**src/include/crc_defines.svh**
```systemverilog
// crc-32 link constants
// widths, generator polynomial and output shaping for the crc blocks

`ifndef CRC_DEFINES_SVH
`define CRC_DEFINES_SVH

// --------------------------------------------------
// widths
// --------------------------------------------------
`define CRC_DATA_W      8             // payload byte
`define CRC_W           32            // crc register

// --------------------------------------------------
// crc-32 settings
// --------------------------------------------------
`define CRC_POLY        32'h04C11DB7  // generator, x^32 term implied
`define CRC_PRESET      32'hFFFFFFFF  // register start value
`define CRC_XOR_OUT     32'hFFFFFFFF  // final inversion mask

// bit order modes
//   0 none, 1 full reflection
//   2 byte swap, 3 bits reversed inside each byte
`define CRC_BIT_ORDER   1

// framing
`define CRC_TAIL_BYTES  4             // crc bytes appended per frame

`endif

```
**src/verilog/crc_pkg.sv**
```systemverilog
// crc_pkg
// shared vector and state types for the crc-32 link

`default_nettype none

`include "crc_defines.svh"

package crc_pkg;

	typedef logic [`CRC_DATA_W-1:0] data_t; // one payload byte
	typedef logic [`CRC_W-1:0]      crc_t;  // crc register or finished value

	// transmit framer states
	typedef enum logic [1:0]
	{
		TX_IDLE, // no frame open
		TX_DATA, // payload bytes passing
		TX_TAIL  // appending crc bytes
	} tx_state_t;

endpackage

`default_nettype wire

```
**src/verilog/crc_comb.sv**
```systemverilog
// crc_comb
// combinational crc-32 step over one byte, chained from a given register value
// also finishes the previous register (reorder + invert) and compares it

`timescale 1ns/1ps
`default_nettype none

`include "crc_defines.svh"

module crc_comb
(
	input  crc_pkg::data_t data_in,  // byte to fold in
	input  crc_pkg::crc_t  crc_prev, // raw register before this byte
	input  crc_pkg::crc_t  crc_in,   // expected crc
	output crc_pkg::crc_t  crc_next, // raw register after this byte
	output crc_pkg::crc_t  crc_out,  // finished crc of crc_prev
	output logic           crc_ok    // crc_in matches crc_out
);

	// --------------------------------------------------
	// bit reordering
	// --------------------------------------------------

	// input byte, so the division below can always run msb first
	function automatic crc_pkg::data_t order_data(input crc_pkg::data_t d);
		crc_pkg::data_t r;
		r = d;
		if (`CRC_BIT_ORDER == 1)
		begin
			for (int i = 0; i < `CRC_DATA_W; i++)
				r[i] = d[`CRC_DATA_W-1-i]; // full mirror
		end
		else if (`CRC_BIT_ORDER == 2)
		begin
			for (int k = 0; k < `CRC_DATA_W/8; k++)
				r[8*k +: 8] = d[`CRC_DATA_W-8-8*k +: 8]; // byte swap
		end
		else if (`CRC_BIT_ORDER == 3)
		begin
			for (int k = 0; k < `CRC_DATA_W/8; k++)
				for (int j = 0; j < 8; j++)
					r[8*k+j] = d[8*k+7-j]; // mirror inside each byte
		end
		return r;
	endfunction

	// same reordering on the register side
	function automatic crc_pkg::crc_t order_crc(input crc_pkg::crc_t c);
		crc_pkg::crc_t r;
		r = c;
		if (`CRC_BIT_ORDER == 1)
		begin
			for (int i = 0; i < `CRC_W; i++)
				r[i] = c[`CRC_W-1-i];
		end
		else if (`CRC_BIT_ORDER == 2)
		begin
			for (int k = 0; k < `CRC_W/8; k++)
				r[8*k +: 8] = c[`CRC_W-8-8*k +: 8];
		end
		else if (`CRC_BIT_ORDER == 3)
		begin
			for (int k = 0; k < `CRC_W/8; k++)
				for (int j = 0; j < 8; j++)
					r[8*k+j] = c[8*k+7-j];
		end
		return r;
	endfunction

	// --------------------------------------------------
	// unrolled division, one bit per iteration
	// --------------------------------------------------
	always_comb
	begin : div_step
		crc_pkg::crc_t  c;
		crc_pkg::data_t d;
		logic           fb;
		c = crc_prev;
		d = order_data(data_in);
		for (int i = 0; i < `CRC_DATA_W; i++)
		begin
			fb = c[`CRC_W-1] ^ d[`CRC_DATA_W-1]; // feedback bit
			c  = c << 1;
			if (fb)
				c = c ^ `CRC_POLY;
			d  = d << 1;
		end
		crc_next = c;
	end

	// finish the incoming register value, then check
	assign crc_out = order_crc(crc_prev) ^ `CRC_XOR_OUT;
	assign crc_ok  = (crc_in == crc_out);

endmodule

`default_nettype wire

```
**src/verilog/crc_engine.sv**
```systemverilog
// crc_engine
// running crc register, seeded at start of frame, stepped per valid byte
// finished crc and compare always describe the bytes taken so far

`timescale 1ns/1ps
`default_nettype none

`include "crc_defines.svh"

module crc_engine
(
	input  logic           clk,
	input  logic           rst,
	input  crc_pkg::data_t data,
	input  logic           valid,
	input  logic           sof,     // first byte of a frame
	input  crc_pkg::crc_t  crc_in,  // value to compare against
	output crc_pkg::crc_t  crc_out, // finished crc of register
	output logic           crc_ok
);

	crc_pkg::crc_t crc_reg;   // raw running register
	crc_pkg::crc_t step_next; // register after data, chained
	crc_pkg::crc_t seed_next; // register after data, from preset

	// chained step, finish and compare all read the live register
	crc_comb step_inst
	(
		.data_in  (data),
		.crc_prev (crc_reg),
		.crc_in   (crc_in),
		.crc_next (step_next),
		.crc_out  (crc_out),
		.crc_ok   (crc_ok)
	);

	// first byte of a frame, so a new frame can start while the
	// old result is still being read
	crc_comb seed_inst
	(
		.data_in  (data),
		.crc_prev (`CRC_PRESET),
		.crc_in   (crc_in),
		.crc_next (seed_next),
		.crc_out  (),
		.crc_ok   ()
	);

	always_ff @(posedge clk)
	begin
		if (rst)
			crc_reg <= `CRC_PRESET;
		else if (valid)
			crc_reg <= sof ? seed_next : step_next; // restart on sof
	end

endmodule

`default_nettype wire

```
**src/verilog/crc_tx_append.sv**
```systemverilog
// crc_tx_append
// transmit framer, payload goes out one cycle late, then four crc bytes
// low byte first, source held off with tx_busy while the tail runs

`timescale 1ns/1ps
`default_nettype none

`include "crc_defines.svh"

module crc_tx_append
(
	input  logic           clk,
	input  logic           rst,
	input  crc_pkg::data_t tx_data,
	input  logic           tx_valid,
	input  logic           tx_sof,
	input  logic           tx_eof,
	output crc_pkg::data_t out_data,
	output logic           out_valid,
	output logic           out_tail,  // crc byte on out_data
	output logic           tx_busy    // no new bytes while high
);

	crc_pkg::tx_state_t state;
	logic [1:0]         tail_idx;     // crc byte being sent
	crc_pkg::crc_t      crc_val;      // finished crc of the frame
	logic               in_tail;
	logic               tail_last;

	// crc_in loops back to the output, compare result not needed here
	crc_engine engine_inst
	(
		.clk     (clk),
		.rst     (rst),
		.data    (tx_data),
		.valid   (tx_valid),
		.sof     (tx_sof),
		.crc_in  (crc_val),
		.crc_out (crc_val),
		.crc_ok  ()
	);

	assign in_tail   = (state == crc_pkg::TX_TAIL);
	assign tail_last = (tail_idx == 2'(`CRC_TAIL_BYTES - 1));
	assign tx_busy   = in_tail;

	// --------------------------------------------------
	// framing fsm
	// --------------------------------------------------
	always_ff @(posedge clk)
	begin
		if (rst)
		begin
			state    <= crc_pkg::TX_IDLE;
			tail_idx <= '0;
		end
		else
		begin
			case (state)
				crc_pkg::TX_IDLE,
				crc_pkg::TX_DATA:
				begin
					if (tx_valid && tx_eof)
						state <= crc_pkg::TX_TAIL; // one-byte frame too
					else if (tx_valid && tx_sof)
						state <= crc_pkg::TX_DATA;
				end
				crc_pkg::TX_TAIL:
				begin
					tail_idx <= tail_idx + 2'd1; // wraps back to 0
					if (tail_last)
						state <= crc_pkg::TX_IDLE;
				end
				default: state <= crc_pkg::TX_IDLE;
			endcase
		end
	end

	// --------------------------------------------------
	// output register
	// --------------------------------------------------
	always_ff @(posedge clk)
	begin
		if (rst)
		begin
			out_valid <= 1'b0;
			out_tail  <= 1'b0;
		end
		else
		begin
			out_valid <= tx_valid | in_tail;
			out_tail  <= in_tail;
		end
	end

	// payload byte, or crc byte picked by tail index
	always_ff @(posedge clk)
	begin
		if (in_tail)
			out_data <= crc_val[8*tail_idx +: `CRC_DATA_W];
		else
			out_data <= tx_data;
	end

endmodule

`default_nettype wire

```
**src/verilog/crc_rx_check.sv**
```systemverilog
// crc_rx_check
// receive checker, crc of the payload against rx_crc from the eof byte
// pass/fail one cycle after eof, saturating error count

`timescale 1ns/1ps
`default_nettype none

module crc_rx_check
(
	input  logic           clk,
	input  logic           rst,
	input  crc_pkg::data_t rx_data,
	input  logic           rx_valid,
	input  logic           rx_sof,
	input  logic           rx_eof,
	input  crc_pkg::crc_t  rx_crc,       // sampled with the eof byte
	output logic           rx_done,      // one-cycle result strobe
	output logic           rx_crc_ok,
	output logic [15:0]    rx_err_count
);

	crc_pkg::crc_t crc_hold; // expected crc of the frame
	logic          eng_ok;
	logic          ok_hold;  // last frame result
	logic          eof_hit;

	// finished crc stays inside, only the compare comes out
	crc_engine engine_inst
	(
		.clk     (clk),
		.rst     (rst),
		.data    (rx_data),
		.valid   (rx_valid),
		.sof     (rx_sof),
		.crc_in  (crc_hold),
		.crc_out (),
		.crc_ok  (eng_ok)
	);

	assign eof_hit = rx_valid & rx_eof;

	always_ff @(posedge clk)
	begin
		if (eof_hit)
			crc_hold <= rx_crc;
	end

	always_ff @(posedge clk)
	begin
		if (rst)
		begin
			rx_done      <= 1'b0;
			ok_hold      <= 1'b0;
			rx_err_count <= '0;
		end
		else
		begin
			rx_done <= eof_hit;
			if (rx_done)
			begin
				ok_hold <= eng_ok;   // engine still holds the whole frame here
				if (!eng_ok && rx_err_count != 16'hFFFF)
					rx_err_count <= rx_err_count + 16'd1;
			end
		end
	end

	// live result on the done cycle, held after
	assign rx_crc_ok = rx_done ? eng_ok : ok_hold;

endmodule

`default_nettype wire

```
**src/verilog/crc_link.sv**
```systemverilog
// crc_link
// crc-32 link top, transmit framer with crc append and receive checker

`timescale 1ns/1ps
`default_nettype none

module crc_link
(
	input  logic           clk,
	input  logic           rst,

	// --------------------------------------------------
	// transmit side
	// --------------------------------------------------
	input  crc_pkg::data_t tx_data,
	input  logic           tx_valid,
	input  logic           tx_sof,
	input  logic           tx_eof,
	output crc_pkg::data_t out_data,
	output logic           out_valid,
	output logic           out_tail,
	output logic           tx_busy,

	// --------------------------------------------------
	// receive side
	// --------------------------------------------------
	input  crc_pkg::data_t rx_data,
	input  logic           rx_valid,
	input  logic           rx_sof,
	input  logic           rx_eof,
	input  crc_pkg::crc_t  rx_crc,
	output logic           rx_done,
	output logic           rx_crc_ok,
	output logic [15:0]    rx_err_count
);

	crc_tx_append tx_inst
	(
		.clk       (clk),
		.rst       (rst),
		.tx_data   (tx_data),
		.tx_valid  (tx_valid),
		.tx_sof    (tx_sof),
		.tx_eof    (tx_eof),
		.out_data  (out_data),
		.out_valid (out_valid),
		.out_tail  (out_tail),
		.tx_busy   (tx_busy)
	);

	crc_rx_check rx_inst
	(
		.clk          (clk),
		.rst          (rst),
		.rx_data      (rx_data),
		.rx_valid     (rx_valid),
		.rx_sof       (rx_sof),
		.rx_eof       (rx_eof),
		.rx_crc       (rx_crc),
		.rx_done      (rx_done),
		.rx_crc_ok    (rx_crc_ok),
		.rx_err_count (rx_err_count)
	);

endmodule

`default_nettype wire

```
**config.mk**
```make
export PLATFORM = sky130hd
export DESIGN_NAME = crc_link
export DESIGN_NICKNAME = d
export VERILOG_FILES = /design/src/verilog/crc_pkg.sv /design/src/verilog/crc_comb.sv /design/src/verilog/crc_engine.sv /design/src/verilog/crc_tx_append.sv /design/src/verilog/crc_rx_check.sv /design/src/verilog/crc_link.sv
export VERILOG_INCLUDE_DIRS = /design/src /design/src/include
export SDC_FILE = /design/constraint.sdc
export NUM_CORES = 1
export LEC_CHECK = 0
export BUFFER_PORTS_ARGS = -buffer_cell sky130_fd_sc_hd__buf_2
export CAP_MARGIN = 20
export CORE_MARGIN = 1
export CORE_UTILIZATION = 60
export CTS_BUF_LIST = sky130_fd_sc_hd__clkbuf_4 sky130_fd_sc_hd__clkbuf_8
export CTS_CLUSTER_DIAMETER = 40
export DETAILED_ROUTE_END_ITERATION = 16
export PLACE_DENSITY = 0.81
export RECOVER_POWER = 50
export SLEW_MARGIN = 20
export SYNTH_ARGS = -nofsm -noshare
export SYNTH_HDL_FRONTEND = slang
export SYNTH_SLANG_ARGS = --single-unit
export TNS_END_PERCENT = 30
```
**constraint.sdc**
```tcl
create_clock -name clk -period 5.8 [get_ports clk]
set_input_delay 0.87 -clock clk [delete_from_list [all_inputs] [get_ports clk]]
set_output_delay 0.87 -clock clk [all_outputs]
set_load 0.01 [all_outputs]
```
Word-level counts from Yosys, hierarchy flattened:

Cells that the tools add are included.

* logic and storage cells: 133
* flip-flop bits (word level): 128
* output and inout bits: 29
* bits of input ports: 56

* equality and inequality tests: 7
* add/sub/neg operators: 2
* muxes and demuxes: 40
* reductions and logical operators: 8
* shifts and indexed selects: 1
* bitwise gates (word level): 64

Operators with widths (count)
* $mux 27: 32
* $not 14->14: 30
* $mux 32: 2
* $not 32->32: 2
* $eq 32x32->1: 1
* $shiftx 32x6->8: 1
* $xor 1x1->1: 20
* $add 16x1->16 const B: 1
* $ne 16x16->1 const B: 1
* $xor 1x1->1 const A: 10
* $mux 8: 1
* $mux 2: 3
* $eq 2x2->1 const B: 2
* $pmux 2 s2: 1
* $reduce_and 2->1: 2
* $logic_and 1x1->1: 3
* $ne 3x1->1 const B: 1
* $add 2x1->2 const B: 1
* $eq 2x1->1 const B: 1
* $logic_not 2->1: 1
* $ne 2x2->1 const B: 1
* $reduce_or 2->1: 1
* $and 1x1->1: 1
* $logic_not 1->1: 1
* 2 further kinds: 2

Longest topological paths before layout:

Gate-level depths: netlist of run 1.

* depth after elaboration: 17
* depth in mapped cells: 9
* depth with buffers taken out: 6

Cells and area by module:

From an unflattened synthesis of run 1, not the netlist that was laid out.

* cells, all modules: 1073
* area, all modules: 10622.7 sq um

Modules (own cells, without submodules)
* crc_comb at rx_inst.engine_inst.seed_inst ...: seq. area each 0.0 sq um, times used 3, cells an instance 147, area an instance 1244.9 sq um
* crc_engine: seq. area each 640.6 sq um, times used 2, cells an instance 146, area an instance 1592.8 sq um
* crc_rx_check: seq. area each 1321.3 sq um, times used 1, cells an instance 127, area an instance 1809.2 sq um
* crc_comb at tx_inst.engine_inst.step_inst: seq. area each 0.0 sq um, times used 1, cells an instance 145, area an instance 1186.1 sq um
* crc_tx_append: seq. area each 280.3 sq um, times used 1, cells an instance 68, area an instance 706.9 sq um

Least setup slack after synthesis of run 1:

No wires, ideal clock.

* path kind: input to register
* start: input port rx_data[0]
* end: register rx_inst.engine_inst.crc_reg[3]
* stages on the path: 7
* arrival time: 2559 ps
* path buffers: 1
* setup slack: 3122 ps
* library setup time: 120 ps
* required time: 5680 ps
* cell sequence: buf_2 > xnor2_1 > xnor3_1 > xor2_1 > o21ai_0 > xor2_1 > a211o_1

* cells in the longest elaborated chain, start to end: 6
* elaborated cells on any way between the ends: 10
* those cells by class: 7 x mux; 3 x bitwise

Ends and longest elaborated chain
* from (decl): line crc_link.sv:27 `input crc_pkg::data_t rx_data,`
* $xor 1x1->1: line crc_comb.sv:82 `` fb = c[`CRC_W-1] ^ d[`CRC_DATA_W-1]; ``
* $mux 27: line crc_comb.sv:84 `if (fb)`
* $xor 1x1->1: line crc_comb.sv:82
* $mux 27 (2 in a row): line crc_comb.sv:84
* $mux 32 *: line crc_engine.sv:54 `crc_reg <= sof ? seed_next : step_next;`
* to (signal assigned): line crc_engine.sv:52 `` crc_reg <= `CRC_PRESET; ``
* to (signal assigned): line crc_engine.sv:54
* to (decl): line crc_engine.sv:22 `crc_pkg::crc_t crc_reg;`

Mark *: on every way between the ends. The rest lies on a longest branch, timed or not.
A chain may end at the register's enable or synchronous reset.

==> metrics.txt, run 1 <==
Critical Path Max Stage Delay=1.45 ns; top cell type by total area after synthesis=dfxtp_1; multi-input combinational cell area=roughly 5100 um^2; H-tree levels=4; synth warn=0; unrepaired setup endpoints after global routing=no; synth top area cells=dfxtp_1 23%, xnor2_1 20%, edfxtp_1 11%; Diodes inserted=0; Longest Clk Path Bufs=2; WHS Path Cells=1; reg2reg start=rx_inst.engine_inst.crc_reg[31]; failing checks=max-capacitance violations, max-slew violations; #FFs+latches synth=128; status=finished with violations; Vias=around 6200; Post-DP Area=between 8000 and 9000 um^2; GR Util All Layers=about 27%; Setup Fix Bufs, Post-CTS=0; num rows=42; Ports=85; routability cong.=0.921; final hold vios=0; CTS clk-pin slew, worst paths=0.08 ns; r2r worst-path depth=7; Root Buffer=clkbuf_8; f_max=approximately 230 MHz; worst clock skew=around 0.012 ns; Critical Path RT=6.14 ns; vias in the first global route=about 6000; Top FF cell, synth=dfxtp_1; pin count of the biggest net entering global routing=90; Tmin final=between 4 and 5 ns; Die Width=between 100 and 150 um; design area=between 9000 and 10000 um^2; worst hold margin=~0.47 ns; CTS sink count=between 100 and 150; global-route wire length before repair=a little over 30000 um; TritonCTS buffer count=17; asr flop ratio synth=0%; sequential fraction of the synthesis area=between 30% and 40%; TritonCTS clock tree=built; critical path peak fanout=49; # port buffers=84; met3 Use GR=7.03%; synthesized cell area=around 8400 um^2; fraction of layout cells with a size suffix above 1=~16%; worst slew pin tran=2.08 ns; CP arrival=~4.8 ns; Area Growth Syn to Fin=8.34%; maximum vdd drop=around 0.22 mV; Synth top area share=22.9%; final setup vio count=0; GR Layer Usage met2=between 40% and 50%; worst reg2reg path endpoint=rx_inst.rx_err_count[11]; met1 Usage GRT=a little over a third; nets@finish=between 900 and 1000; number of synthesized flops with an enable pin=32; Detail Route Antenna Nets=0; syn_area_per_cell=roughly 9.7 um^2; Via density=between 5 and 6; worst reg2reg setup slack=about 3.2 ns; hold buffers post-CTS=0; max_slew headroom=-38.6%; Detail Placement HPWL=around 13000 um; post_cts resized=0; setup TNS=0 ns; part of the cycle the worst path needs=around three quarters; Slew Viols, Final=93; FF/Latch Area=between 2000 and 3000 um^2; Synth top cells by count=194 x xnor2_1, 96 x dfxtp_1, 57 x xor2_1; die area=between 10000 and 15000 um^2; Initial Utilization=between 60% and 70%; slowest CP cell=clkbuf_1; path category of the worst min-delay check=reg -> reg; drc violations=0; critical path type=in -> reg; Layout fillers=around 1100; clock latency on the worst-skew pair=about 0.45 ns; count leader, synth=xnor2_1; initial antenna violation count=2; Setup crit start kind=input port; Max Cap Viol=2; Die Height=approximately 120 um; WHS Endpoint=tx_inst.state[0]; power per cell area=~360 nW/um^2; total global routing overflow=0; crit end category=flop; Routed WL=approximately 19000 um; core area=between 10000 and 15000 um^2; syn nets=918; gr busiest metal=met2; First-pass DRT Iterations=5; Gate Count Post-Synth=860; Starting DRT DRC Count=between 400 and 500; count of cell types in the netlist=63; Hold Path Origin=tx_inst.state[1]; crit-path cells=clkbuf_1 -> clkinv_1 -> nor2_1 -> a21boi_0 -> o21ai_1 -> o31a_1; static leakage=between 3 and 4 nW; routed length per instance=between 15 and 20 um
==> cells in the final DEF (no fill, tap or decap), types with 5 or more instances in the layout <==
cell type and instances:
or3_1 7, o31ai_1 7, or2_2 18, o21a_1 6, o21ai_1 13, xor2_1 57
mux4_2 8, xnor3_1 11, a21oi_1 42, inv_1 9, xnor2_1 194, nor3_1 11
dfxtp_1 96, or4_1 6, a211o_1 18, nor2_1 54, edfxtp_1 32, nor4_1 11
clkbuf_1 26, buf_2 59, nand3_1 5, o21ai_0 35, o211ai_1 5, clkbuf_8 17
xnor2_2 8, nand2_1 48, nor2b_1 16, nand2b_1 7
==> power breakdown <==
group	internal, mW	total, mW	switching [mW]
sequential	1.02	1.15	0.134
combinational	0.687	1.32	0.635
clock	0.430	0.797	0.367
total	2.13	3.27	1.14
==> worst max-delay path by stage <==
| stage | start | to | slack [ns] |
|---|---|---|---|
| global placement | tx_valid | tx_inst.engine_inst.crc_reg[11] | 2.55 |
| floorplan | rx_data[0] | rx_inst.engine_inst.crc_reg[3] | 3.12 |
| CTS | rx_inst.engine_inst.crc_reg[31] | rx_crc_ok | 2.31 |
| detailed placement | tx_valid | tx_inst.engine_inst.crc_reg[8] | 2.39 |
| finish | tx_valid | tx_inst.engine_inst.crc_reg[8] | 1.39 |
| global route | tx_valid | tx_inst.engine_inst.crc_reg[11] | 1.22 |
==> metal layers <==
layer	up-vias	wire (um)
li1	2995	-
met1	2926	8300
met2	213	8800
met3	39	1310
met4	2	368
met5	-	13
==> through the flow <==
stage / util, % / setup WS (ns) / std cells / total power [mW]
detailed placement: 64.7 / 2.39 / 1054 / 2.48
global route: 67.4 / 1.22 / 1085 / 3.45
global placement: 64.7 / 2.55 / 1054 / 2.44
floorplan: - / 3.12 / 860 / 2.25
finish: 67.4 / 1.39 / 1085 / 3.27
CTS: 67.7 / 2.31 / 1085 / 3.28
==> cell families after synthesis <==
family	Yosys count	synth area share [%]
xor+xnor	279	33.3
simple gates	198	11.9
compound gates	156	12.3
flops	128	34.4
buf+inv	81	4.53
mux	16	3.23
fa+ha+maj	2	0.299
==> area by class of cell <==
type,instances,area share (%)
Clock buffer,18,2.66
Clock inverter,13,1.75
Inverter,11,0.455
Multi-Input combinational cell,651,56.4
Sequential cell,128,31.8
Tap cell,176,2.43
Timing Repair Buffer,88,4.58
==> critical path: cells and delay by family <==
family	cells	cell delay, ns
AO/OA/AOI/OAI	3	0.61
buffers and inverters	2	2.58
AND/OR/NAND/NOR	1	0.66
Power figures use the tool's default switching activity.
==> run 2: changes to the inputs <==
ABC_AREA = 1   (was default)
CORE_UTILIZATION = 56   (was 60)
PLACE_DENSITY = 0.79   (was 0.81)
clock period = 3.7 ns   (was 5.8 ns; I/O delays follow)
==> metrics.txt, run 2 <==
status=finished with violations; failing checks=max-capacitance violations, max-slew violations; TritonCTS clock tree=built; H-tree levels=4 (unchanged); critical path peak fanout=33 (-33%); total global routing overflow=0 (unchanged); Routed WL=23900 um (+27%); cell-internal power=2.65 mW (+24%); Diodes inserted=0 (unchanged); sequential fraction of the synthesis area=33.2% (-1.2 points); worst clock skew=0.0176 ns (+0.00512 ns); FF/Latch Area=2880 um^2 (unchanged); Synth top cells by count=341 x nand2_1, 134 x xor2_1, 117 x a21oi_1; register share of total power=39.6% (+4.4 points); crit end category=flop; count leader, synth=nand2_1; Via density=5.73 (+0.61%); critical path type=in -> reg; drc violations=0 (unchanged); unrepaired setup endpoints after global routing=no; multi-input combinational cell area=5170 um^2 (+1.0%); Buf/Inv on CP=4 (+2); syn nets=1277 (+39%); maximum vdd drop=0.293 mV (+31%); num rows=45 (+7.1%); max_slew headroom=-17.9% (+21 points); synthesized cell area=8690 um^2 (+3.7%); Gate Count Post-Synth=1219 (+42%); Area Growth Syn to Fin=9.23%; setup TNS=0 ns (unchanged); Logic pwr share=30.8% (-9.6 points); Detail Route Antenna Nets=0 (unchanged); CP arrival=2.73 ns (-2.02 ns); Critical Path Max Stage Delay=1.27 ns (-0.18 ns); fraction of layout cells with a size suffix above 1=12.1% (-4.3 points); global-route wire length before repair=38900 um (+28%); syn_area_per_cell=7.13 um^2 (-27%); First-pass DRT Iterations=6 (+1); most frequent CP cell=clkbuf_1; Setup crit start kind=input port; pin count of the biggest net entering global routing=75 (-17%); core area=15100 um^2 (+13%); commonest non-fill, non-tap cells in the layout=342 x nand2_1, 134 x xor2_1, 117 x a21oi_1; TritonCTS buffer count=17 (unchanged); number of synthesized flops with an enable pin=32 (unchanged); crit-path cells=clkbuf_1 -> clkbuf_2 -> nand2_1 -> inv_1 -> clkbuf_1; post_cts resized=0 (unchanged); # port buffers=84 (unchanged); worst slew pin tran=1.77 ns (-0.311 ns); CTS sink count=128 (unchanged); Top FF cell, synth=dfxtp_1; #FFs+latches synth=128 (unchanged); Layout fillers=1384 (+28%); Tmin final=2.66 ns; final setup vio count=0 (unchanged); most common cell after layout, fill and taps aside=nand2_1; routability cong.=1.00 (+8.8%); Root Buffer=clkbuf_8; Final WS setup=1.04 ns (-0.358 ns); GR Util All Layers=31.1% (+3.7 points); Vias=8486 (+37%); routed length per instance=16.1 um (-6.8%); path category of the worst min-delay check=in -> reg; synth warn=0 (unchanged); power per cell area=447 nW/um^2 (+24%); final hold vios=0 (unchanged); Longest Clk Path Bufs=2 (unchanged); Max Cap Viol=3 (+1); Setup Fix Bufs, Post-CTS=0 (unchanged); slowest CP cell=clkbuf_1; asr flop ratio synth=0% (unchanged); switching share of power=37.5% (+2.7 points); top cell type by total area after synthesis=dfxtp_1; die area=16000 um^2 (+11%); initial antenna violation count=0 (-2); synth top area cells=dfxtp_1 22%, nand2_1 15%, xor2_1 14%; Ports=85 (unchanged); clock latency on the worst-skew pair=0.48 ns (+0.03 ns); Starting DRT DRC Count=852 (+93%); part of the cycle the worst path needs=72.0%; Initial Utilization=57.4% (-4.9 points); Final Util=62.7% (-4.8 points); power share of the clock group=29.5% (+5.1 points); nets@finish=1339 (+40%); count of cell types in the netlist=49 (-22%); hold buffers post-CTS=0 (unchanged); Detail Placement HPWL=16800 um (+28%); Die Height=127 um (+5.3%); Sw Pwr=1.59 mW (+40%); CTS clk-pin slew, worst paths=0.08 ns (about the same); Crit path max-delay family=buffers and inverters; Critical Path RT=3.77 ns (-2.37 ns); Synth top area share=22.1% (-0.82 points); f_max=roughly 380 MHz; static leakage=4.32 nW (+32%); vias in the first global route=7651 (+31%); Place WS=1.32 ns (-1.07 ns); Die Width=127 um (+5.3%); Slew Viols, Final=144 (+55%)
## run 2: cell count changes after synthesis, sizes merged, moves of 15 or more
cell and delta:
xnor2 -166, buf -16, nand2 +321, a211o -18
nand4 +15, nor2b -16, a21oi +72, inv +80
xor2 +72, nand3 +57, o21ai +33, nor2 +18
## run 2: path summary, 6_finish.rpt
kind	startpoint	endpoint	slack [ns]	cells after the start
hold reg to reg	rx_inst.ok_hold	rx_inst.ok_hold	0.47	2
setup reg to reg	rx_inst.engine_inst.crc_reg[29]	rx_inst.engine_inst.crc_reg[15]	1.60	9
hold / removal	rx_crc[25]	rx_inst.crc_hold[25]	0.26	1
setup / recovery	rx_valid	rx_inst.crc_hold[10]	1.04	5
## run 2: metrics by stage
stage,cells,cell area (um^2),hold WS (ns),power (mW)
3_5_place_dp,1450,9130,0.462,2.98
4_1_cts,1482,9530,0.241,4.22
2_1_floorplan,1219,8690,0.440,2.66
6_report,1482,9490,0.256,4.24
5_1_grt,1482,9490,0.236,4.47
3_3_place_gp,1450,9130,0.452,2.96
## run 2: cell type report
class	count	area share [%]
clock buffers	18	2.61
clock inverters	14	1.61
inverters	93	3.77
multi-input cells	949	54.4
flip-flops and latches	128	30.4
well taps	188	2.48
repair buffers	92	4.71
## run 2: cell families (layout without fill, tap and decap cells)
| family | after synthesis | in the layout | synth area share (%) |
|---|---|---|---|
| AO/OA/AOI/OAI | 236 | 236 | 14.7 |
| XOR/XNOR | 173 | 173 | 18.1 |
| adder cells (fa/ha/maj) | 2 | 2 | 0.288 |
| buffers and inverters | 142 | 217 | 7.32 |
| flip-flops | 128 | 128 | 33.2 |
| AND/OR/NAND/NOR | 538 | 538 | 26.4 |
## run 2: routing by layer
metal / track usage (%) / share of wire, %
met3: 7.47 / 11
met1: 42.3 / 43
met5: 0 / 0
met2: 47.8 / 43
met4: 12.0 / 2.5
## run 2: power by group through the flow
stage / Sequential [mW] / Combinational [mW] / Clock (mW)
2_1_floorplan: 1.66 / 1.00 / 0
3_3_place_gp: 1.70 / 1.26 / 0
3_5_place_dp: 1.70 / 1.28 / 0
4_1_cts: 1.67 / 1.29 / 1.26
5_1_grt: 1.69 / 1.46 / 1.32
6_report: 1.68 / 1.31 / 1.25
